### src/ls_types_pkg.sv
/* load/store core types
   opcode encoding, datapath widths and the last phase of each command */
package ls_types_pkg;

    localparam int dsz     = 32;             // stack word width
    localparam int asz     = 16;             // byte address width
    localparam int phase_w = 3;              // phase counter width

    typedef enum logic [2:0] {
        iaload  = 3'd0,                      // 32-bit load
        saload  = 3'd1,                      // 16-bit load
        baload  = 3'd2,                      // 8-bit load
        iastore = 3'd3,
        sastore = 3'd4,
        bastore = 3'd5,
        get     = 3'd6,                      // next byte of input buffer
        put     = 3'd7                       // next byte of output buffer
    } ls_op_t;

    // one byte per phase after the address phase
    function automatic logic [phase_w-1:0] op_last_phase(ls_op_t op);
        case (op)
            iaload, iastore: return phase_w'(4);
            saload, sastore: return phase_w'(2);
            default:         return phase_w'(1); // byte ops, get, put
        endcase
    endfunction

endpackage

### src/ls_phase_counter.sv
/* phase counter, the timer of a running command */
`timescale 1ns/1ps

module ls_phase_counter import ls_types_pkg::*; (
    input  logic               ctl,
    input  logic               arst_n,
    input  logic               phase_clear,  // command accepted
    input  logic               phase_step,   // advance one phase
    output logic [phase_w-1:0] phase
);

    always_ff @(posedge ctl or negedge arst_n) begin
        if (!arst_n) begin
            phase <= '0;
        end else if (phase_clear) begin      // clear wins over step
            phase <= '0;
        end else if (phase_step) begin
            phase <= phase + 1'b1;
        end
    end

endmodule

### config.mk
export PLATFORM = sky130hd
export DESIGN_NAME = ls_phase_counter
export DESIGN_NICKNAME = d
export VERILOG_FILES = /design/src/ls_types_pkg.sv /design/src/ls_phase_counter.sv
export SDC_FILE = /design/constraint.sdc
export NUM_CORES = 1
export LEC_CHECK = 0
export BUFFER_PORTS_ARGS = -buffer_cell sky130_fd_sc_hd__buf_2
export CAP_MARGIN = 5
export CORE_AREA = 3 3 40 42
export DETAILED_ROUTE_END_ITERATION = 12
export DIE_AREA = 0 0 43 45
export PLACE_DENSITY = 0.33
export SLEW_MARGIN = 0
export SYNTH_ARGS = -nofsm -noshare
export SYNTH_HDL_FRONTEND = slang
export SYNTH_SLANG_ARGS = --single-unit
### constraint.sdc
create_clock -name ctl -period 1.31 [get_ports ctl]
set_input_delay 0.131 -clock ctl [delete_from_list [all_inputs] [get_ports ctl]]
set_output_delay 0.131 -clock ctl [all_outputs]
set_load 0.05 [all_outputs]
==> results of run 1 <==
cells by family after synthesis:
group / share of synthesized area
AO/OA/AOI/OAI: 0.110
XOR/XNOR: 0.0642
adder cells (fa/ha/maj): 0.0917
flip-flops: 0.550
multiplexers: 0.0734
AND/OR/NAND/NOR: 0.110
final cells by class:
type	instances	area (um^2)	share of cell area
Sequential cell	3	75.1	0.339
Multi-Input combinational cell	8	61.3	0.277
Timing Repair Buffer	7	40.0	0.181
Clock buffer	4	26.3	0.119
Tap cell	15	18.8	0.0847
power groups by stage:
| stage | combinational (mW) | sequential (mW) | clock, mW |
|---|---|---|---|
| after floorplan | 0.0134 | 0.128 | 0 |
| after global placement | 0.0543 | 0.106 | 0 |
| after detailed placement | 0.0540 | 0.107 | 0 |
| after CTS | 0.0564 | 0.105 | 0.170 |
| after global routing | 0.0606 | 0.106 | 0.180 |
| final | 0.0554 | 0.105 | 0.158 |
cells in the final DEF (no fill, tap or decap):
| master | count |
|---|---|
| clkbuf_4 | 3 |
| dlygate4sd3_1 | 1 |
| a21oi_1 | 1 |
| mux2i_1 | 1 |
| a21bo_2 | 1 |
| ha_1 | 1 |
| dfrtp_1 | 3 |
| xnor2_1 | 1 |
| buf_2 | 6 |
| nor2_1 | 2 |
| nand3b_1 | 1 |
| clkbuf_1 | 1 |
per-layer routing:
| metal | global-route usage | vias up | wire, um |
|---|---|---|---|
| met5 | 0 | - | 0 |
| met4 | 0.0542 | 0 | 0 |
| met3 | 0.0319 | 0 | 46 |
| met2 | 0.0389 | 6 | 107 |
| met1 | 0.0483 | 52 | 147 |
| li1 | - | 59 | - |
per-stage QoR:
stage,utilization,worst slack (ns)
final,0.172,0.295
after global placement,0.144,0.310
after floorplan,-,0.0698
after global routing,0.172,0.237
after CTS,0.172,0.282
after detailed placement,0.144,0.287
worst reg2reg max path, cell delays in order (launching register included):
cell and delay (ns):
dfrtp_1 0.39, ha_1 0.22, a21bo_2 0.21, a21oi_1 0.12
final timing paths:
check | depth (start not counted) | start | to
max reg2reg | 3 | phase[0]$_DFFE_PN0P_ | phase[2]$_DFFE_PN0P_
min | 2 | phase_clear | phase[2]$_DFFE_PN0P_
min in group asynchronous | 2 | arst_n | phase[1]$_DFFE_PN0P_
min reg2reg | 2 | phase[2]$_DFFE_PN0P_ | phase[2]$_DFFE_PN0P_
max in group asynchronous | 2 | arst_n | phase[0]$_DFFE_PN0P_
max | 3 | phase[0]$_DFFE_PN0P_ | phase[2]$_DFFE_PN0P_
==> flow_summary.toml, run 1 <==
[status]
outcome = "finished, final reports clean"

[layout]
stdcell_count = 37
fillers = 148
antenna_cells = 0
area_growth_pct = 62.4
design_area_um2 = 221
drive_gt1_frac = 0.455
finalNetCount = 28
largestRegisters = "phase: 3 flops"
largest_register = "phase"
largest_register_ffs = 3

[pwr]
total_power_uw = 318
p_leak_nw = 0.114
p_seq_frac = 0.331
ir_drop_mv = 0.316
power.net_switching_uw = 86.2
internal_power_uw = 232
clockPowerShare = 0.495
p_sw_frac = 0.271
p_per_area_nw_per_um2 = 1440
combPwrFrac = 0.174

[clock_tree]
cts_tree = "yes"
clkSlewWorstSetupHoldPaths_ns = 0.04
cts_setup_buffers = 0
cts_hold_buf = 1
numCtsBuffers = 3
clockBufferDepth = 2
cts-resized-gates = 0
cts.root.buffer_cell = "clkbuf_4"
htree_levels = 1
clock_sinks = 3
clk_latency_ns = 0.23

[place]
place_inst = 32
postPlaceCellArea_um2 = 185
place_congestion = 0.652
io_buffer_count = 6

[critical_path]
path_max_fanout = 3
r2r_slack_ns = 0.30
start_kind = "register"
worstPathArrival_ns = 1.17
critPathSlowestCell = "dfrtp_1"
path_cells = "ha_1, a21bo_2, a21oi_1"
crit_required_ns = 1.46
crit_buf_inv = 0
max_stage_delay_ns = 0.39
worstSetupPathType = "reg2reg"
crit_family = "flip-flops"
endpoint_kind = "register"

[global_routing]
grt_max_degree = 5
grt_pass1_wl_um = 531
antenna_found_initial = 0
track_usage = 0.0417
grt-ovfl-total = 0
grt_pass1_vias = 125

[yosys]
syn_nets = 16
avgSynthCellArea_um2 = 12.4
synth-main-ff-cell = "dfrtp_1"
yosysSeqAreaShare = 0.550
yosysWarnings = 0
syn_area_um2 = 136
async_flop_share = 1.00
synth_area_leaders = "dfrtp_1, ha_1, a21bo_2"
synth_top_area_cell = "dfrtp_1"
synth-seq-cells = 3
synthCells = 11
yosysTopAreaCellShare = 0.550
synth_cell_types = 8
synth_edf_count = 0
synth.most_common_cell = "dfrtp_1"
synth_top_cells_by_count = "dfrtp_1, nor2_1"

[route]
wirelength_um = 300
ant_nets = 0
routed-via-count = 117
routed_via_density = 3.16
wire_per_inst_um = 8.11
drt-pass1-iter-count = 1
first_iter_violations = 0
drc = 0

[sta]
holdWs_ns = 0.0912
finalHoldViolCount = 0
relSlewSlack = 0.834
fin_skew_ns = 0.00125
setup_violations = 0
tns_ns = 0
period_share = 0.774
fmax_mhz = 986
worst_pin_slew_ns = 0.251
slew_viol_final = 0
period_minus_slack_ns = 1.01
rsz0062_at_grt = "no"

[run]
cap_violations = 0

[hold_path]
min_path_type = "in2reg"

[floorplan]
start_util = 0.106
die_w_um = 43
core_area_um2 = 1280
ios = 7
fp-row-count = 13
die_area_um2 = 1940
die_h_um = 45
(Power assumes the default switching activity.)
==> run 2: changes to the inputs <==
Settings changed: PLACE_DENSITY 0.33 to 0.34.
Clock period 1.31 ns to 0.9 ns, I/O delays scaled along.
==> flow_summary.toml, run 2 (synthesis results as in run 1) <==
[status]
outcome = "complete, but fails checks"
violations = "setup timing"

[clock_tree]
clock_sinks = 3
numCtsBuffers = 3
htree_levels = 1
clkSlewWorstSetupHoldPaths_ns = 0.03
clk_latency_ns = 0.23
clockBufferDepth = 2
cts_tree = "yes"
cts.root.buffer_cell = "clkbuf_4"

[pwr]
ir_drop_mv = 0.438
p_leak_nw = 0.137
p_per_area_nw_per_um2 = 1730

[floorplan]
die_area_um2 = 1940
fp-row-count = 13
die_w_um = 43
core_area_um2 = 1280
start_util = 0.106
ios = 7
die_h_um = 45

[run]
cap_violations = 0

[critical_path]
path_max_fanout = 2
start_kind = "register"
r2r_slack_ns = -0.06
startpoint = "phase[0]$_DFFE_PN0P_"
crit_required_ns = 0.81
worstPathArrival_ns = 0.91
endpoint_kind = "output pin"
rr_startpoint = "phase[0]$_DFFE_PN0P_"
worstSetupPathType = "reg2out"

[place]
place_inst = 34
place_congestion = 0.684
postPlaceCellArea_um2 = 215
io_buffer_count = 6

[global_routing]
grt-ovfl-total = 0
antenna_found_initial = 0
grt_max_degree = 5
track_usage = 0.0417
grt_pass1_vias = 130
grt_pass1_wl_um = 496

[sta]
fin_ws_ns = -0.102
period_minus_slack_ns = 1.00
fmax_mhz = 998
rsz0062_at_grt = "yes"
period_share = 1.11
worst_pin_slew_ns = 0.116
finalHoldViolCount = 0
setup_violations = 5
slew_viol_final = 0
fin_skew_ns = 0.00126
relSlewSlack = 0.921

[route]
drt-pass1-iter-count = 1
routed_via_density = 3.18
wire_per_inst_um = 8.03
routed-via-count = 127
drc = 0
ant_nets = 0
first_iter_violations = 0
wirelength_um = 321

[layout]
largestRegisters = "phase: 3 flops"
finalNetCount = 31
antenna_cells = 0
design_area_um2 = 304
largest_register_ffs = 3
area_growth_pct = 123
stdcell_count = 40
fillers = 143
final_cell_mix = "clkbuf_4, buf_2, buf_6"
largest_register = "phase"
drive_gt1_frac = 0.720

[hold_path]
hold_start = "phase_clear"
min_path_type = "in2reg"
==> run 2: changes by cell type in the layout (fill, tap and decap cells not counted), sizes merged <==
cell | before | now
buf | 6 | 9
==> run 2: where the power goes <==
part	total (mW)	switching, mW	internal, mW
Clock	0.229	0.0632	0.166
Sequential	0.157	0.0107	0.147
Combinational	0.141	0.0671	0.0739
==> run 2: area by class of cell <==
class | count | area [um^2] | share of cell area
Tap cell | 15 | 18.8 | 0.0617
Multi-Input combinational cell | 8 | 85.1 | 0.280
Clock buffer | 4 | 26.3 | 0.0864
Sequential cell | 3 | 77.6 | 0.255
Timing Repair Buffer | 10 | 96.3 | 0.317
==> run 2: worst max-delay path, cell delays in order, from the launching register on <==
cell and delay (ns):
dfrtp_2 0.42, buf_6 0.13, buf_8 0.14
==> run 2: what timing repair did <==
action | CTS | global route
endpoints found under the setup margin | 5 | 6
resized for setup | 10 | 2
buffers inserted | 1 | 0
hold buffers | 1 | 0
pin swaps | 0 | 1
hold endpoints to repair | 3 | 0
==> run 2: metal layers <==
metal  track usage  part of all wire  up-vias  routed length [um]
met5             0                 0        -                   0
met4        0.0723                 0        0                   0
met3        0.0239              0.13        0                  41
met2        0.0479              0.40        7                 130
met1        0.0388              0.46       55                 149
li1              -                 -       65                   -
==> run 2: stage by stage <==
| step | TNS (ns) | power, mW | utilization | hold slack (ns) | setup WS, ns |
|---|---|---|---|---|---|
| floorplan | -0.341 | 0.214 | - | -0.206 | -0.184 |
| global placement | -0.105 | 0.254 | 0.167 | -0.110 | -0.0739 |
| detailed placement | -0.0997 | 0.256 | 0.167 | -0.110 | -0.0658 |
| CTS | -0.425 | 0.540 | 0.228 | 0.0431 | -0.115 |
| global route | -0.510 | 0.556 | 0.237 | 0.0525 | -0.122 |
| finish | -0.349 | 0.527 | 0.237 | 0.0526 | -0.102 |
==> run 2: final timing paths <==
kind | cells after the start | to
setup reg to reg | 4 | phase[0]$_DFFE_PN0P_
min in group asynchronous | 2 | phase[1]$_DFFE_PN0P_
setup / recovery | 2 | phase[0]
max in group asynchronous | 2 | phase[0]$_DFFE_PN0P_
hold / removal | 2 | phase[2]$_DFFE_PN0P_
hold reg to reg | 2 | phase[2]$_DFFE_PN0P_
