[config.mk]
export PLATFORM = sky130hd
export DESIGN_NAME = ls_unit
export DESIGN_NICKNAME = d
export VERILOG_FILES = /design/src/ls_map_pkg.sv /design/src/ls_types_pkg.sv /design/src/ls_unit.sv
export SDC_FILE = /design/constraint.sdc
export NUM_CORES = 1
export LEC_CHECK = 0
export BUFFER_PORTS_ARGS = -buffer_cell sky130_fd_sc_hd__buf_2
export CAP_MARGIN = 5
export CELL_PAD_IN_SITES_DETAIL_PLACEMENT = 0
export CELL_PAD_IN_SITES_GLOBAL_PLACEMENT = 2
export CORE_ASPECT_RATIO = 0.7
export CORE_MARGIN = 2
export CORE_UTILIZATION = 29
export DETAILED_ROUTE_END_ITERATION = 8
export GPL_ROUTABILITY_DRIVEN = 0
export GPL_TIMING_DRIVEN = 0
export HOLD_SLACK_MARGIN = 0.05
export PLACE_DENSITY_LB_ADDON = 0.1
export SKIP_LAST_GASP = 1
export SLEW_MARGIN = 30
export SYNTH_ARGS = -nofsm -noshare
export SYNTH_HDL_FRONTEND = slang
export SYNTH_SLANG_ARGS = --single-unit
export TNS_END_PERCENT = 5
[constraint.sdc]
create_clock -name ctl -period 1.72 [get_ports ctl]
set_input_delay 0 -clock ctl [delete_from_list [all_inputs] [get_ports ctl]]
set_output_delay 0 -clock ctl [all_outputs]
set_load 0.005 [all_outputs]
[src/ls_map_pkg.sv]
/* memory map of the load/store block
   RAM size and the reset values of the buffer pointers */
package ls_map_pkg;

    localparam int ram_aw = 12;                  // 4 KB of byte RAM

    // input buffer (TIB), filled by stores and drained by get
    localparam int unsigned tib_base  = 'h0C00;

    // output buffer, filled by put
    localparam int unsigned obuf_base = 'h0E00;

endpackage

[src/ls_types_pkg.sv]
/* load/store core types
   opcode encoding, datapath widths and the last phase of each command */
package ls_types_pkg;

    localparam int dsz     = 32;             // stack word width
    localparam int asz     = 16;             // byte address width
    localparam int phase_w = 3;              // phase counter width

    typedef enum logic [2:0] {
        iaload  = 3'd0,                      // 32-bit load
        saload  = 3'd1,                      // 16-bit load
        baload  = 3'd2,                      // 8-bit load
        iastore = 3'd3,
        sastore = 3'd4,
        bastore = 3'd5,
        get     = 3'd6,                      // next byte of input buffer
        put     = 3'd7                       // next byte of output buffer
    } ls_op_t;

    // one byte per phase after the address phase
    function automatic logic [phase_w-1:0] op_last_phase(ls_op_t op);
        case (op)
            iaload, iastore: return phase_w'(4);
            saload, sastore: return phase_w'(2);
            default:         return phase_w'(1); // byte ops, get, put
        endcase
    endfunction

endpackage

[src/ls_unit.sv]
/* load/store datapath
   address register, byte select, big-endian TOS merge and buffer pointers */
`timescale 1ns/1ps

module ls_unit import ls_types_pkg::*, ls_map_pkg::*; (
    input  logic               ctl,
    input  logic               arst_n,
    input  logic               running,     // registers move only here
    input  ls_op_t             op,
    input  logic [phase_w-1:0] phase,
    input  logic [dsz-1:0]     tos,
    input  logic [dsz-1:0]     nos,
    input  logic [7:0]         mem_rdata,
    output logic [dsz-1:0]     tos_next,
    output logic               tos_load,
    output logic [asz-1:0]     mem_addr,
    output logic [7:0]         mem_wdata,
    output logic               mem_we
);

    // registers and their next values
    logic [asz-1:0] addr_r, addr_n;         // memory address
    logic           addr_x;
    logic [1:0]     dsel, dsel_n;           // store byte, 0 is msb
    logic           dsel_x;
    logic [asz-1:0] ibuf, obuf;             // buffer pointers
    logic           ibuf_x, obuf_x;

    // wires
    logic [asz-1:0]  base;                  // phase-0 address source
    logic [1:0]      first_sel;             // phase-0 byte select
    logic            last;
    logic [3:0][7:0] tos_bytes;             // [3] is msb
    logic [dsz-1:0]  d2t;                   // first byte, zero-extended
    logic [dsz-1:0]  t_d;                   // byte shifted in at low end

    assign tos_bytes = tos;
    assign d2t       = {{(dsz-8){1'b0}}, mem_rdata};
    assign t_d       = {tos[dsz-9:0], mem_rdata};
    assign last      = (phase == op_last_phase(op));
    assign mem_addr  = addr_r;              // no pc on this bus
    assign mem_wdata = tos_bytes[~dsel];    // ~dsel == 3 - dsel, big-endian

    // 32-bit stores start at msb, 16-bit at byte 2, the rest at lsb
    assign first_sel = (op == iastore) ? 2'd0 :
                       (op == sastore) ? 2'd2 : 2'd3;

    always_comb begin
        case (op)
            iaload, saload, baload: base = tos[asz-1:0];
            get:                    base = ibuf;
            put:                    base = obuf;
            default:                base = nos[asz-1:0]; // stores
        endcase
    end

    // phase table, phase 0 sets up the address and later phases move bytes
    always_comb begin
        tos_next = d2t;
        tos_load = 1'b0;
        addr_n   = addr_r + 1'b1;           // step to next byte
        addr_x   = 1'b0;
        dsel_n   = dsel + 1'b1;
        dsel_x   = 1'b0;
        mem_we   = 1'b0;
        ibuf_x   = 1'b0;
        obuf_x   = 1'b0;
        if (running) begin
            if (phase == '0) begin
                addr_n = base;
                addr_x = 1'b1;
                dsel_n = first_sel;
                dsel_x = 1'b1;
            end else begin
                addr_x = !last;             // no step after final byte
                case (op)
                    iaload, saload, baload, get: begin
                        tos_next = (phase == phase_w'(1)) ? d2t : t_d;
                        tos_load = 1'b1;
                    end
                    default: begin          // iastore, sastore, bastore, put
                        mem_we = 1'b1;
                        dsel_x = !last;
                    end
                endcase
                ibuf_x = (op == get);       // once, single data phase
                obuf_x = (op == put);
            end
        end
    end

    always_ff @(posedge ctl or negedge arst_n) begin
        if (!arst_n) begin
            addr_r <= '0;
            dsel   <= 2'd3;
            ibuf   <= asz'(tib_base);
            obuf   <= asz'(obuf_base);
        end else if (running) begin
            if (addr_x) addr_r <= addr_n;
            if (dsel_x) dsel   <= dsel_n;
            if (ibuf_x) ibuf   <= ibuf + 1'b1;
            if (obuf_x) obuf   <= obuf + 1'b1;
        end
    end

endmodule

==> impl_results.md <==
* Total half-perimeter wirelength after legalization and detailed placement at 11,100 um
* Most used DFF post-synth: dfrtp_1
* Number of enable flip-flop cells after synthesis at 0
* Antenna violations before repair at 0
* Maximum number of buffers from clock root to sink at 2
* Finish-stage setup viols at 7
* Most common cell after layout, fill and taps aside: buf_2
* Total iterations of the first detailed-routing run at 5
* Boundary Pins at 139
* Cell type with the largest total area after synthesis: dfrtp_1
* Power per standard cell area at 907 nW/um^2
* N_diodes at 0
* Insertion delay to the later sink of the worst-skew pair at 300 ps
* Cell internal power dissipation at 2.71 mW
* Overall global routing resource usage at 20.8%
* Relative contribution of the clock network to total power at 25.2%
* Wire length after detailed routing at 14,300 um
* Fraction of synthesized cell area taken by the top area cell type at 29.2%
* TNS Setup at -226 ps
* TritonCTS clock tree: done
* Number of DRC violations after detailed-routing iteration 0 at 280
* Transition time at the pin with the least slew margin at 803 ps
* Crit path required time at 1720 ps
* Final worst clock skew at 8.06 ps
* Power dissipated by switching net loads at 1.61 mW
* Class of the tightest hold or removal check: input pin to register
* Nets@finish at 614
* Horiz. Die Dim at 139 um
* Data arrival time of the worst path at 1790 ps
* Highest clock frequency the design can meet at 557 MHz
* Top cells by area in the synthesized netlist: dfrtp_1 (29%), xnor2_1 (6.7%), dfstp_2 (5.0%)
* Average via count per standard cell at 5.38
* Worst Setup Start Kind: register
* Pre-CTS WS at -504 ps
* Endpoint kind of the worst setup timing path: output port
* Chip Height at 98.3 um
* Avg Cell Area, Syn at 9.13 um^2
* Violated checks: negative setup slack
* Area of the die at 13,600 um^2
* Number of nets in the synthesized netlist at 487
* Flop and latch count out of synthesis at 50
* Synthesized area at 3680 um^2
* Global-route wire length before repair at 21,700 um
* Final critical-path share of the clock period at 104%
* Outcome: finished, violations left
* Antenna Violating Nets Remaining at 0
* Total number of vias at 3,725
* RR Startpoint: mem_addr[2]$_DFFE_PN0P_
* Startpoint of the worst setup timing path: dsel[0]$_DFFE_PN1P_
* Layout-stage area growth over the synthesis result at 29.6%
* Number of warnings issued by yosys at 0
* Via count of the first global-routing pass at 3,611
* Number of slew-limit violations in the final report at 0
* Distinct cells, synth at 65
* Maximum VDD drop at 0.475 mV
* Switch share at 37.2%
* P_leak at 2.08 nW
* CP endpoint: mem_wdata[6]
* Post-layout instance count excluding filler cells at 693
* Number of input and output port buffers inserted at 112
* Total number of clock tree sinks at 50
* Starting density of the core at 29.6%
* Row count at 34
* DRC violations left at 0
* Setup repair after global routing missed its margin: yes
* Flop2flop setup slack at 0 ps
* Most used cells in the layout excluding fill and tap cells: buf_2 (119), dfrtp_1 (36), nand2_1 (33)
* Combinational cell fraction of total power at 32.5%
* Gate Count Post-Synth at 403
* Number of hold violations in the final report at 0
* Leftover overflow at the end of global routing at 0
* Clock buffer count from CTS at 5
* Clock transition at the register clock pins on the worst setup and hold paths after CTS at 80 ps
* Largest net degree at the start of global routing at 51
* Worst reg2reg endpoint: mem_addr[15]$_DFFE_PN0P_
* Sequential cell area fraction in the yosys report at 34.2%
* Worst Reg-to-Reg Cells at 5
* Synth async-reset ratio at 100%
* Max-cap viol count at 0
* Master cell of the clock root buffer: clkbuf_16
* Final setup margin at -74.9 ps
* Minimum clock period after layout at 1790 ps
* Largest fanout on the critical path at 10
* Setup CP Type: register to output port
* Detailed-route wire length per cell at 20.6 um
* Relative slew slack at 46.0%
* Sequential share of power at 42.3%
* Proportion of layout cells with a drive suffix above 1 at 38.8%
* Post-Place Cells at 677
* Deepest level of the CTS H-tree at 2
* Area of the core at 12,400 um^2
==> worst min path at each step <==
stage | depth (start not counted) | to | startpoint | slack (ps)
after floorplan | 0 | ibuf[0]$_DFFE_PN0P_ | arst_n | -300
final | 4 | ibuf[3]$_DFFE_PN0P_ | op[0] | 50
after global routing | 4 | ibuf[3]$_DFFE_PN0P_ | op[0] | 60
after global placement | 2 | tos_next[2] | mem_rdata[2] | 170
after detailed placement | 1 | ibuf[2]$_DFFE_PN0P_ | arst_n | 90
after CTS | 3 | ibuf[0]$_DFFE_PN0P_ | op[0] | 50
==> flip-flops by register name (all words and copies together) (netlist names) <==
name / count
dsel: 2
ibuf: 16
mem_addr: 16
obuf: 16
==> critical path, cell delays in order (launching register included) <==
cell	delay [ps]
dfstp_2	610
buf_2	350
mux4_2	380
buf_2	150
==> logic make-up after synthesis <==
| group | share of synthesized area [%] |
|---|---|
| xor gates and xnor gates | 7.61 |
| buffers and inverters | 6.05 |
| and+or+nand+nor | 23.2 |
| adders and majority gates | 1.02 |
| muxes | 10.8 |
| AOI/OAI and AO/OA | 17.1 |
| DFF | 34.2 |
==> cells in the mapped netlist (all sizes together), types with 5 or more instances <==
cell     n
mux2    11
a211oi   5
buf     21
nor3    20
dfrtp   43
dfstp    7
nand4   12
a21oi   22
o21ai   23
mux2i    9
o32ai    6
nand2   34
mux4     8
xnor2   28
o32a     5
clkbuf  13
and2    27
nor2    26
nand3   15
inv      6
==> final cells by class <==
| type | count | area [um^2] |
|---|---|---|
| buffer | 33 | 206 |
| clock buffer | 5 | 125 |
| clock inverter | 3 | 27.5 |
| fill | 1342 | 7650 |
| inverter | 6 | 22.5 |
| multi-input combinational | 313 | 2270 |
| sequential | 50 | 1270 |
| tap | 162 | 203 |
| timing repair buffer | 121 | 638 |
==> routing by layer <==
metal	vias up	share of wire [%]	global-route usage (%)
li1	1734	-	-
met1	1850	52	32.7
met2	125	42	30.0
met3	16	5.2	3.29
met4	0	1.5	4.35
met5	-	0	0
==> power groups by stage <==
stage                     registers (mW)  logic [mW]  clock network (mW)
after floorplan                     1.66       0.828                   0
after global placement              1.74        1.41                   0
after detailed placement            1.75        1.41                   0
after CTS                           1.81        1.36                1.11
after global routing                1.88        1.54                1.17
final                               1.83        1.41                1.09
==> what timing repair did <==
item,CTS,global route
buffers inserted,3,3
resized for setup,8,23
hold buffers,3,0
hold endpoints to repair,45,0
pin swaps,2,4
endpoints found under the setup margin,42,45
==> metrics by stage <==
stage                     util, %  instance area (um^2)  hold WS, ps  power (mW)
final                        38.4                  4770         47.9        4.32
after global routing         38.4                  4770         63.5        4.59
after CTS                    37.7                  4680         51.7        4.28
after detailed placement     35.9                  4460         94.7        3.16
after global placement       35.8                  4440          168        3.15
after floorplan                 -                  3680         -296        2.49
Note: power is estimated with default switching activity, not from simulation.
