`config.mk`:
```
export PLATFORM = sky130hd
export DESIGN_NAME = ls_sequencer
export DESIGN_NICKNAME = d
export VERILOG_FILES = /design/src/ls_types_pkg.sv /design/src/ls_sequencer.sv
export SDC_FILE = /design/constraint.sdc
export NUM_CORES = 1
export LEC_CHECK = 0
export BUFFER_PORTS_ARGS = -buffer_cell sky130_fd_sc_hd__buf_4
export CAP_MARGIN = 10
export CORE_ASPECT_RATIO = 1.75
export CORE_MARGIN = 2
export CORE_UTILIZATION = 40
export DETAILED_ROUTE_END_ITERATION = 7
export PLACE_DENSITY = 0.75
export SKIP_CTS_REPAIR_TIMING = 1
export SYNTH_ARGS = -nofsm -noshare
export SYNTH_HDL_FRONTEND = slang
export SYNTH_SLANG_ARGS = --single-unit
```
`constraint.sdc`:
```
create_clock -name ctl -period 4.7 [get_ports ctl]
set_clock_uncertainty 0.1 [all_clocks]
set_input_delay 0.94 -clock ctl [delete_from_list [all_inputs] [get_ports ctl]]
set_output_delay 0.94 -clock ctl [all_outputs]
set_load 0.02 [all_outputs]
```
`src/ls_types_pkg.sv`:
```
/* load/store core types
   opcode encoding, datapath widths and the last phase of each command */
package ls_types_pkg;

    localparam int dsz     = 32;             // stack word width
    localparam int asz     = 16;             // byte address width
    localparam int phase_w = 3;              // phase counter width

    typedef enum logic [2:0] {
        iaload  = 3'd0,                      // 32-bit load
        saload  = 3'd1,                      // 16-bit load
        baload  = 3'd2,                      // 8-bit load
        iastore = 3'd3,
        sastore = 3'd4,
        bastore = 3'd5,
        get     = 3'd6,                      // next byte of input buffer
        put     = 3'd7                       // next byte of output buffer
    } ls_op_t;

    // one byte per phase after the address phase
    function automatic logic [phase_w-1:0] op_last_phase(ls_op_t op);
        case (op)
            iaload, iastore: return phase_w'(4);
            saload, sastore: return phase_w'(2);
            default:         return phase_w'(1); // byte ops, get, put
        endcase
    endfunction

endpackage

```
`src/ls_sequencer.sv`:
```
/* load/store command sequencer
   accepts one command, holds its operands and steps phases to done */
`timescale 1ns/1ps

module ls_sequencer import ls_types_pkg::*; (
    input  logic               ctl,
    input  logic               arst_n,
    input  logic               start,       // one-cycle command strobe
    input  ls_op_t             op,
    input  logic [dsz-1:0]     tos_in,
    input  logic [dsz-1:0]     nos_in,
    input  logic [phase_w-1:0] phase,
    input  logic [dsz-1:0]     tos_next,    // merged TOS from the unit
    input  logic               tos_load,
    output logic               busy,
    output logic               done,
    output logic               running,
    output ls_op_t             cur_op,
    output logic [dsz-1:0]     tos,
    output logic [dsz-1:0]     nos,
    output logic               phase_clear,
    output logic               phase_step
);

    typedef enum logic [1:0] {
        s_idle,
        s_run,
        s_finish
    } state_t;

    state_t state, state_n;
    logic   accept;                         // start taken this edge
    logic   last;                           // final phase of cur_op

    assign running     = (state == s_run);
    assign busy        = running;           // drops as done rises
    assign done        = (state == s_finish);
    assign accept      = start && !busy;    // strobe ignored while busy
    assign last        = (phase == op_last_phase(cur_op));
    assign phase_clear = accept;
    assign phase_step  = running && !last;  // hold phase at last

    always_comb begin
        state_n = state;
        case (state)
            s_idle:   if (accept) state_n = s_run;
            s_run:    if (last) state_n = s_finish;
            s_finish: state_n = accept ? s_run : s_idle; // back-to-back ok
            default:  state_n = s_idle;
        endcase
    end

    always_ff @(posedge ctl or negedge arst_n) begin
        if (!arst_n) begin
            state <= s_idle;
        end else begin
            state <= state_n;
        end
    end

    // command operands and the TOS register
    always_ff @(posedge ctl) begin
        if (accept) begin
            cur_op <= op;
            nos    <= nos_in;
        end
        if (accept) begin
            tos <= tos_in;
        end else if (tos_load) begin        // only while running
            tos <= tos_next;
        end
    end

endmodule

```
==> results of run 1 <==
[critical path: stages]
cell     delay, ns
buf_4         0.13
or4b_1        0.53
o21ai_1       0.20
nor3_1        0.07
buf_4         0.17
[worst paths after layout]
path / start / end / slack (ns) / cells past startpoint
worst max-delay path: phase[0] / phase_step / 1.62 / 5
worst min-delay path: arst_n / state[1] / 0.29 / 1
worst max register to register: state[0] / cur_op[2] / 2.65 / 4
worst min register to register: state[0] / state[0] / 0.39 / 1
max in group asynchronous: arst_n / state[0] / 4.12 / 1
min in group ctl: state[0] / state[0] / 0.39 / 1
[synth_stat cells]
library cell / instances
edfxtp_1: 67
mux2_4: 28
mux2_2: 4
buf_12: 3
dfrtp_1: 2
inv_1: 2
nand2b_1: 2
nor3_1: 2
a21oi_1: 1
and2b_1: 1
buf_4: 1
buf_6: 1
nand2b_4: 1
nand4b_1: 1
nand4bb_1: 1
nor2_1: 1
nor2b_4: 1
nor3b_1: 1
o21ai_1: 1
o2bb2ai_1: 1
o31a_1: 1
o32ai_1: 1
or3b_1: 1
or4b_1: 1
xnor2_1: 1
[kinds of logic after synthesis]
family / synth area share
compound gates: 0.01311
xor+xnor: 0.003167
buf+inv: 0.03121
flops: 0.7454
mux: 0.1682
simple gates: 0.03890
[layout make-up]
cell class,instances,area (um^2)
Clock buffer,9,225.2
Clock inverter,4,42.54
Fill cell,543,2402
Inverter,2,7.507
Multi-Input combinational cell,51,618.1
Sequential cell,69,2062
Tap cell,84,105.1
Timing Repair Buffer,179,1344
[power by group]
part           total [mW]  switching [mW]  internal [mW]
registers           0.882          0.0413          0.841
logic               0.680           0.350          0.330
clock network       0.610           0.215          0.396
total                2.17           0.606           1.57
[registers in the layout, summed over array words and instances, names as in the netlist]
| signal | flops |
|---|---|
| tos | 32 |
| state | 2 |
| nos | 32 |
| cur_op | 3 |
[routing by layer]
layer / global-route usage / share of wire / vias up / routed length [um]
met5: 0 / 0 / - / 0
met4: 0.07483 / 0.021 / 0 / 141
met3: 0.08777 / 0.12 / 13 / 806
met2: 0.3207 / 0.57 / 128 / 3798
met1: 0.1580 / 0.28 / 859 / 1860
li1: - / - / 868 / -
==> summary.txt, run 1 <==
layout cells sized above 1: 0.7134
grt total ovfl: 0
worst skew pair latency: 0.32 ns
initial antenna violation count: 0
RD Place Congestion: 0.7247
final core occ: 0.6471
core footprint: 6807 um^2
Pwr per Cell Area: 493.3 nW/um^2
most common cell after layout, fill and taps aside: buf_4
startpoint types: input pin
leading area contributor after synthesis: edfxtp_1
Initial Util: 0.4064
relative slew slack: 0.6005
Max VDD drop: 0.0002576 V
largest net degree at the start of global routing: 36
Die ar.: 7623 um^2
Fin. Hold Viols: 0
Place WS: 1.630 ns
first-pass GRT wire length: 9252 um
fmax: 325.1 MHz
vias in the first global route: 1854
Tot Pwr: 2.173 mW
drt via density: 4.693
Syn Std Cell Area: 2766 um^2
IO Pins: 178
synthesized area per cell: 21.78 um^2
final worst-path cycle share: 0.6545
leakage: 1.998 nW
Crit Path Class: input pin to output pin
First-pass DRT Iterations: 4
die height: 114.0 um
Slew Limit Fails: 0
Setup WS post-layout: 1.624 ns
# diodes: 0
NumNets Final: 418
Worst Hold Class: input pin to async pin
# port buffers: 177
clock slew seen by the registers of the worst setup and hold paths: 0.05 ns
Worst Path Max Fanout: 5
DRC: 0
status: finished, final reports clean
initial DRC count: 106
most frequent cells in the layout: 179 x buf_4, 67 x edfxtp_1, 28 x mux2_4, 9 x clkbuf_16, 4 x mux2_2
clk root buf: clkbuf_16
Post-Layout Cell Count: 398
RSZ-0062 raised after global routing: false
GRT Total Usage: 0.1764
Std-Cell Rows: 40
hpwl dp: 5143 um
Sum Neg Setup Slack: 0 ns
Mapped Nets: 233
setup violators final: 0
Worst Path Required: 3.66 ns
Worst-Margin Slew: 0.5993 ns
post-synthesis sequential area ratio: 0.7454
maximum clock insertion buffer count: 2
post-synth top area share: 0.7273
total routed wirelength: 6606 um
Period minus WS final: 3.076 ns
Worst EP arrival: 2.04 ns
Inst Count DP: 385
top cells by area, synth: edfxtp_1 73%, mux2_4 15%, buf_12 2.2%, dfrtp_1 1.8%, mux2_2 1.6%
total clock sinks: 69
placed cell area: 4136 um^2
remaining antenna violation count after routing: 0
Maximum Capacitance Violations: 0
DR vias: 1868
CTS tree: yes
Synth Register Bits: 69
H-tree levels: 3
CTS buffer count: 9
WL/cell: 16.60 um
Die X: 66.87 um
crit end category: output pin
fin area: 4404 um^2
Syn Inst Count: 127
post-synth cell types: 25
synth warn: 0
worst hold margin: 0.2915 ns
area grow syn2layout: 59.20%
Power figures use the tool's default switching activity.
==> inputs of run 2 (changes only) <==
==> constraint.sdc (replaced) <==
create_clock -name ctl -period 3 [get_ports ctl]
set_clock_uncertainty 0.1 [all_clocks]
set_input_delay 0.6 -clock ctl [delete_from_list [all_inputs] [get_ports ctl]]
set_output_delay 0.6 -clock ctl [all_outputs]
set_load 0.02 [all_outputs]
==> run 2 against run 1 <==
First-iteration DRC count is 14% higher. Wire length is 1.8% lower. Count of clock-buffer cells in the layout is 1 higher. Critical path type is now flop to output pin. Critical path depth is 1 lower. Utilization is 0.62 points higher. Highest routed layer unchanged. Hold slack better by 0.057 ns. Cell count is 1.3% higher. Power is 59% higher. Sequential power is 56% higher. Combinational power is 57% higher.
==> summary.txt, run 2 (same netlist as run 1, synthesis figures left out) <==
status: finished, final reports clean (unchanged)
leakage: 2.013 nW (was 1.998 nW)
# port buffers: 177 (unchanged)
Period minus WS final: 2.467 ns
Pwr per Cell Area: 778.5 nW/um^2 (was 493.3 nW/um^2)
DR vias: 1868 (unchanged)
clk root buf: clkbuf_16 (unchanged)
Worst-Margin Slew: 0.4292 ns (was 0.5993 ns)
crit end category: output pin (unchanged)
Worst Path Max Fanout: 4 (was 5)
total clock sinks: 69 (unchanged)
IO Pins: 178 (unchanged)
Die X: 66.87 um (unchanged)
largest registers: nos x32, tos x32, cur_op x3 (unchanged)
Initial Util: 0.4064 (unchanged)
Worst Hold Class: input pin to flop (was input pin to async pin)
CP cell instances: or4b_1 -> o21ai_1 -> nor3_1 -> buf_4 (was buf_4 -> or4b_1 -> o21ai_1 -> nor3_1 -> buf_4)
# diodes: 0 (unchanged)
fin area: 4447 um^2 (was 4404 um^2)
setup violators final: 0 (unchanged)
initial antenna violation count: 0 (unchanged)
maximum clock insertion buffer count: 2 (unchanged)
layout cells sized above 1: 0.7179 (was 0.7134)
area occupied by multi-input gates: 618.1 um^2 (unchanged)
Worst EP arrival: 1.77 ns (was 2.04 ns)
relative slew slack: 0.7139 (was 0.6005)
total routed wirelength: 6489 um (was 6606 um)
Crit Path Class: flop to output pin (was input pin to output pin)
Fin. Hold Viols: 0 (unchanged)
NumNets Final: 420 (was 418)
critical path buffer and inverter count: 1 (was 2)
First-pass DRT Iterations: 4 (unchanged)
slowest cell on the critical path: or4b_1 (unchanged)
first-pass GRT wire length: 9114 um (was 9252 um)
initial DRC count: 121 (was 106)
WL/cell: 16.10 um (was 16.60 um)
most frequent cells in the layout: 180 x buf_4, 67 x edfxtp_1, 28 x mux2_4, 9 x clkbuf_16, 4 x mux2_2 (was 179 x buf_4, 67 x edfxtp_1, 28 x mux2_4, 9 x clkbuf_16, 4 x mux2_2)
die height: 114.0 um (unchanged)
fillcell total: 537 (was 543)
Slew Limit Fails: 0 (unchanged)
vias in the first global route: 1930 (was 1854)
Largest stage delay, worst path: 0.58 ns (was 0.53 ns)
H-tree levels: 3 (unchanged)
Max VDD drop: 0.0004358 V (was 0.0002576 V)
Maximum Capacitance Violations: 0 (unchanged)
RD Place Congestion: 0.7210 (was 0.7247)
Sum Neg Setup Slack: 0 ns (unchanged)
fmax: 405.4 MHz
most common cell after layout, fill and taps aside: buf_4 (unchanged)
hpwl dp: 5158 um (was 5143 um)
GRT Total Usage: 0.1696 (was 0.1764)
worst skew pair latency: 0.32 ns (about the same)
remaining antenna violation count after routing: 0 (unchanged)
area grow syn2layout: 60.74% (was 59.20%)
largest net degree at the start of global routing: 36 (unchanged)
core footprint: 6807 um^2 (unchanged)
sequential cell area: 2062 um^2 (unchanged)
clock slew seen by the registers of the worst setup and hold paths: 0.06 ns (was 0.05 ns)
grt total ovfl: 0 (unchanged)
Std-Cell Rows: 40 (unchanged)
Die ar.: 7623 um^2 (unchanged)
final worst-path cycle share: 0.8222
DRC: 0 (unchanged)
CTS tree: yes (unchanged)
startpoint types: flop (was input pin)
drt via density: 4.635 (was 4.693)
RSZ-0062 raised after global routing: false (unchanged)
Worst Path Required: 2.30 ns (was 3.66 ns)
placed cell area: 4144 um^2 (was 4136 um^2)
CTS buffer count: 9 (unchanged)
CP top delay family: simple AND/OR/NAND/NOR gates (unchanged)
run 2: power breakdown:
part           internal [mW]  total [mW]  switching (mW)  leakage [nW]
Clock                  0.641        1.01           0.371         0.138
Combinational          0.519        1.07           0.554          1.20
Sequential              1.32        1.38          0.0615         0.671
Total                   2.48        3.46           0.986          2.01
run 2: area by class of cell:
type | count | area share
Sequential cell | 69 | 0.4637
Timing Repair Buffer | 181 | 0.3061
Multi-Input combinational cell | 51 | 0.1390
Clock buffer | 10 | 0.05149
Tap cell | 84 | 0.02364
Clock inverter | 6 | 0.01435
Inverter | 2 | 0.001688
run 2: per-stage QoR:
stage	hold WS, ns	std cells	setup slack, ns	util	power, mW
floorplan	0.2044	127	0.5547	-	2.059
global placement	0.2819	386	0.6519	0.6088	2.458
detailed placement	0.2845	386	0.6225	0.6088	2.481
CTS	-0.06791	402	0.5402	0.6518	3.508
global route	0.3387	403	0.4747	0.6533	3.607
finish	0.3483	403	0.5334	0.6533	3.462
run 2: per-layer routing:
| layer | track usage | part of all wire | wire [um] | vias to the layer above |
|---|---|---|---|---|
| met4 | 0.1075 | 0.038 | 247 | 0 |
| met1 | 0.1518 | 0.30 | 1978 | 856 |
| met2 | 0.3047 | 0.56 | 3646 | 117 |
| li1 | - | - | - | 873 |
| met3 | 0.06410 | 0.095 | 617 | 22 |
| met5 | 0 | 0 | 0 | - |
run 2: final timing paths:
kind | startpoint | endpoint | slack (ns) | cells past startpoint
hold / removal | nos_in[20] | nos[20] | 0.35 | 1
setup reg to reg | state[0] | tos[17] | 1.02 | 4
min in group asynchronous | arst_n | state[1] | 0.50 | 2
max in group asynchronous | arst_n | state[0] | 2.21 | 2
hold reg to reg | state[0] | state[0] | 0.44 | 1
setup / recovery | cur_op[1] | phase_step | 0.53 | 4
==> inputs of run 3 (changes only) <==
--- a/config.mk
+++ b/config.mk
@@ -9,7 +9,7 @@
 export CAP_MARGIN = 10
 export CORE_ASPECT_RATIO = 1.75
 export CORE_MARGIN = 2
-export CORE_UTILIZATION = 40
+export CORE_UTILIZATION = 38
 export DETAILED_ROUTE_END_ITERATION = 7
 export PLACE_DENSITY = 0.75
 export SKIP_CTS_REPAIR_TIMING = 1
==> constraint.sdc (replaced) <==
create_clock -name ctl -period 2.1 [get_ports ctl]
set_clock_uncertainty 0.1 [all_clocks]
set_input_delay 0.42 -clock ctl [delete_from_list [all_inputs] [get_ports ctl]]
set_output_delay 0.42 -clock ctl [all_outputs]
set_load 0.02 [all_outputs]
==> run 3 against run 2 <==
The run now ends with negative setup slack left. Cell count up 0.99%. Sequential power grew 43%. First-iteration DRC count down 55%. Sequential cell count is the same. Power grew 43%. Count of clock-buffer cells in the layout is the same. Highest routed layer unchanged. Utilization fell by 2.1 points. Critical path depth unchanged. Sequential share of layout area fell by 0.63 points. Combinational power up 49%. Non-clock buffer count grew 3. Global-route usage is 0.83 points lower.
==> summary.txt, run 3 (same netlist as run 1, synthesis figures left out) <==
DRC: 0 (unchanged)
RR Endpoint: tos[2] (was tos[17])
Die X: 68.50 um (was 66.87 um)
RR Startpoint: state[1] (was state[0])
layout cells sized above 1: 0.7321 (was 0.7179)
NumNets Final: 423 (was 420)
RSZ-0062 raised after global routing: true (was false)
remaining antenna violation count after routing: 0 (unchanged)
met1 usage: 0.1318 (was 0.1518)
Setup WS post-layout: -0.04670 ns (was 0.5334 ns)
Worst Path Required: 1.58 ns (was 2.30 ns)
fin area: 4508 um^2 (was 4447 um^2)
First-pass DRT Iterations: 4 (unchanged)
CTS tree: yes (unchanged)
most common cell after layout, fill and taps aside: buf_4 (unchanged)
CTS buffer count: 9 (unchanged)
core footprint: 7131 um^2 (was 6807 um^2)
worst skew pair latency: 0.32 ns (about the same)
setup violators final: 1 (was 0)
fmax: 465.8 MHz
final core occ: 0.6322 (was 0.6533)
placed cell area: 4185 um^2 (was 4144 um^2)
Die ar.: 8006 um^2 (was 7623 um^2)
met3 Usage GRT: 0.08317 (was 0.06410)
Max VDD drop: 0.0006043 V (was 0.0004358 V)
Crit Path Class: flop to output pin (unchanged)
status: finished, violations left (was finished, final reports clean)
die height: 116.9 um (was 114.0 um)
Fin. Hold Viols: 0 (unchanged)
clock slew seen by the registers of the worst setup and hold paths: 0.05 ns (was 0.06 ns)
WP depth: 4 (unchanged)
CP top delay family: simple AND/OR/NAND/NOR gates (unchanged)
RD Place Congestion: 0.7275 (was 0.7210)
initial DRC count: 54 (was 121)
total clock sinks: 69 (unchanged)
worst hold margin: 0.1741 ns (was 0.3483 ns)
H-tree levels: 3 (unchanged)
CP Capture Point: phase_step (unchanged)
Worst EP arrival: 1.63 ns (was 1.77 ns)
Period minus WS final: 2.147 ns
Maximum Capacitance Violations: 0 (unchanged)
clk root buf: clkbuf_16 (unchanged)
drt via density: 4.575 (was 4.635)
Worst Path Max Fanout: 4 (unchanged)
grt total ovfl: 0 (unchanged)
Initial Util: 0.3880 (was 0.4064)
relative slew slack: 0.7089 (was 0.7139)
total routed wirelength: 6535 um (was 6489 um)
Largest stage delay, worst path: 0.51 ns (was 0.58 ns)
final worst-path cycle share: 1.022
maximum clock insertion buffer count: 2 (unchanged)
IO Pins: 178 (unchanged)
# diodes: 0 (unchanged)
startpoint types: flop (unchanged)
# port buffers: 177 (unchanged)
GRT Total Usage: 0.1613 (was 0.1696)
Slew Limit Fails: 0 (unchanged)
WL/cell: 16.06 um (was 16.10 um)
vias in the first global route: 1859 (was 1930)
Worst-Margin Slew: 0.4367 ns (was 0.4292 ns)
most frequent cells in the layout: 181 x buf_4, 67 x edfxtp_1, 28 x mux2_4, 9 x clkbuf_16, 4 x mux2_2 (was 180 x buf_4, 67 x edfxtp_1, 28 x mux2_4, 9 x clkbuf_16, 4 x mux2_2)
largest net degree at the start of global routing: 36 (unchanged)
Std-Cell Rows: 41 (was 40)
largest registers: nos x32, tos x32, cur_op x3 (unchanged)
crit path launch: cur_op[1] (unchanged)
sequential cell area: 2062 um^2 (unchanged)
initial antenna violation count: 0 (unchanged)
failing checks: negative setup slack
CP cell instances: or4b_4 -> o21ai_2 -> nor3_2 -> buf_4 (was or4b_1 -> o21ai_1 -> nor3_1 -> buf_4)
slowest cell on the critical path: or4b_4 (was or4b_1)
Tot Pwr: 4.963 mW (was 3.462 mW)
fillcell total: 540 (was 537)
Worst Hold Class: input pin to flop (unchanged)
Pwr per Cell Area: 1101 nW/um^2 (was 778.5 nW/um^2)
first-pass GRT wire length: 8804 um (was 9114 um)
area occupied by multi-input gates: 636.9 um^2 (was 618.1 um^2)
critical path buffer and inverter count: 1 (unchanged)
Worst R2R Setup Slack: 0.31 ns (was 1.02 ns)
crit end category: output pin (unchanged)
R2R cell count: 4 (unchanged)
leakage: 2.026 nW (was 2.013 nW)
hpwl dp: 5231 um (was 5158 um)
met2 GRT Util: 0.2917 (was 0.3047)
DR vias: 1862 (was 1868)
area grow syn2layout: 62.96% (was 60.74%)
Top Usage Layer GRT: met2 (unchanged)
-- run 3: report_power, final --
group	internal (mW)	switching [mW]	leakage [nW]	total (mW)
Clock	0.903	0.502	0.130	1.40
Combinational	0.785	0.809	1.23	1.59
Sequential	1.88	0.0860	0.671	1.97
Total	3.57	1.40	2.03	4.96
-- run 3: how the worst min path moves through the flow --
stage | from | endpoint | slack, ns | depth (start not counted)
6_report | nos_in[0] | nos[0] | 0.17 | 1
2_1_floorplan | arst_n | state[0] | 0.02 | 0
5_1_grt | nos_in[4] | nos[4] | 0.16 | 1
3_3_place_gp | arst_n | state[0] | 0.10 | 1
3_5_place_dp | arst_n | state[1] | 0.10 | 1
4_1_cts | arst_n | state[1] | -0.25 | 1
-- run 3: final cells by class --
type / count / area share
clock buffers: 10 / 0.05079
clock inverters: 5 / 0.01166
inverters: 2 / 0.002498
multi-input cells: 51 / 0.1413
flip-flops and latches: 69 / 0.4574
well taps: 86 / 0.02387
repair buffers: 184 / 0.3125
-- run 3: metrics by stage --
| stage | instances | setup WS, ns | TNS [ns] |
|---|---|---|---|
| floorplan | 127 | -0.001920 | -0.06720 |
| global placement | 389 | 0.1113 | 0 |
| detailed placement | 389 | 0.08258 | 0 |
| CTS | 404 | -0.1537 | -0.1537 |
| global route | 407 | -0.1173 | -0.1173 |
| finish | 407 | -0.04670 | -0.04670 |
-- run 3: per-layer routing --
layer  vias to the layer above  wire length [um]
met1                       866              1787
met3                         2               795
met2                       116              3902
li1                        878                 -
met4                         0                48
met5                         -                 0
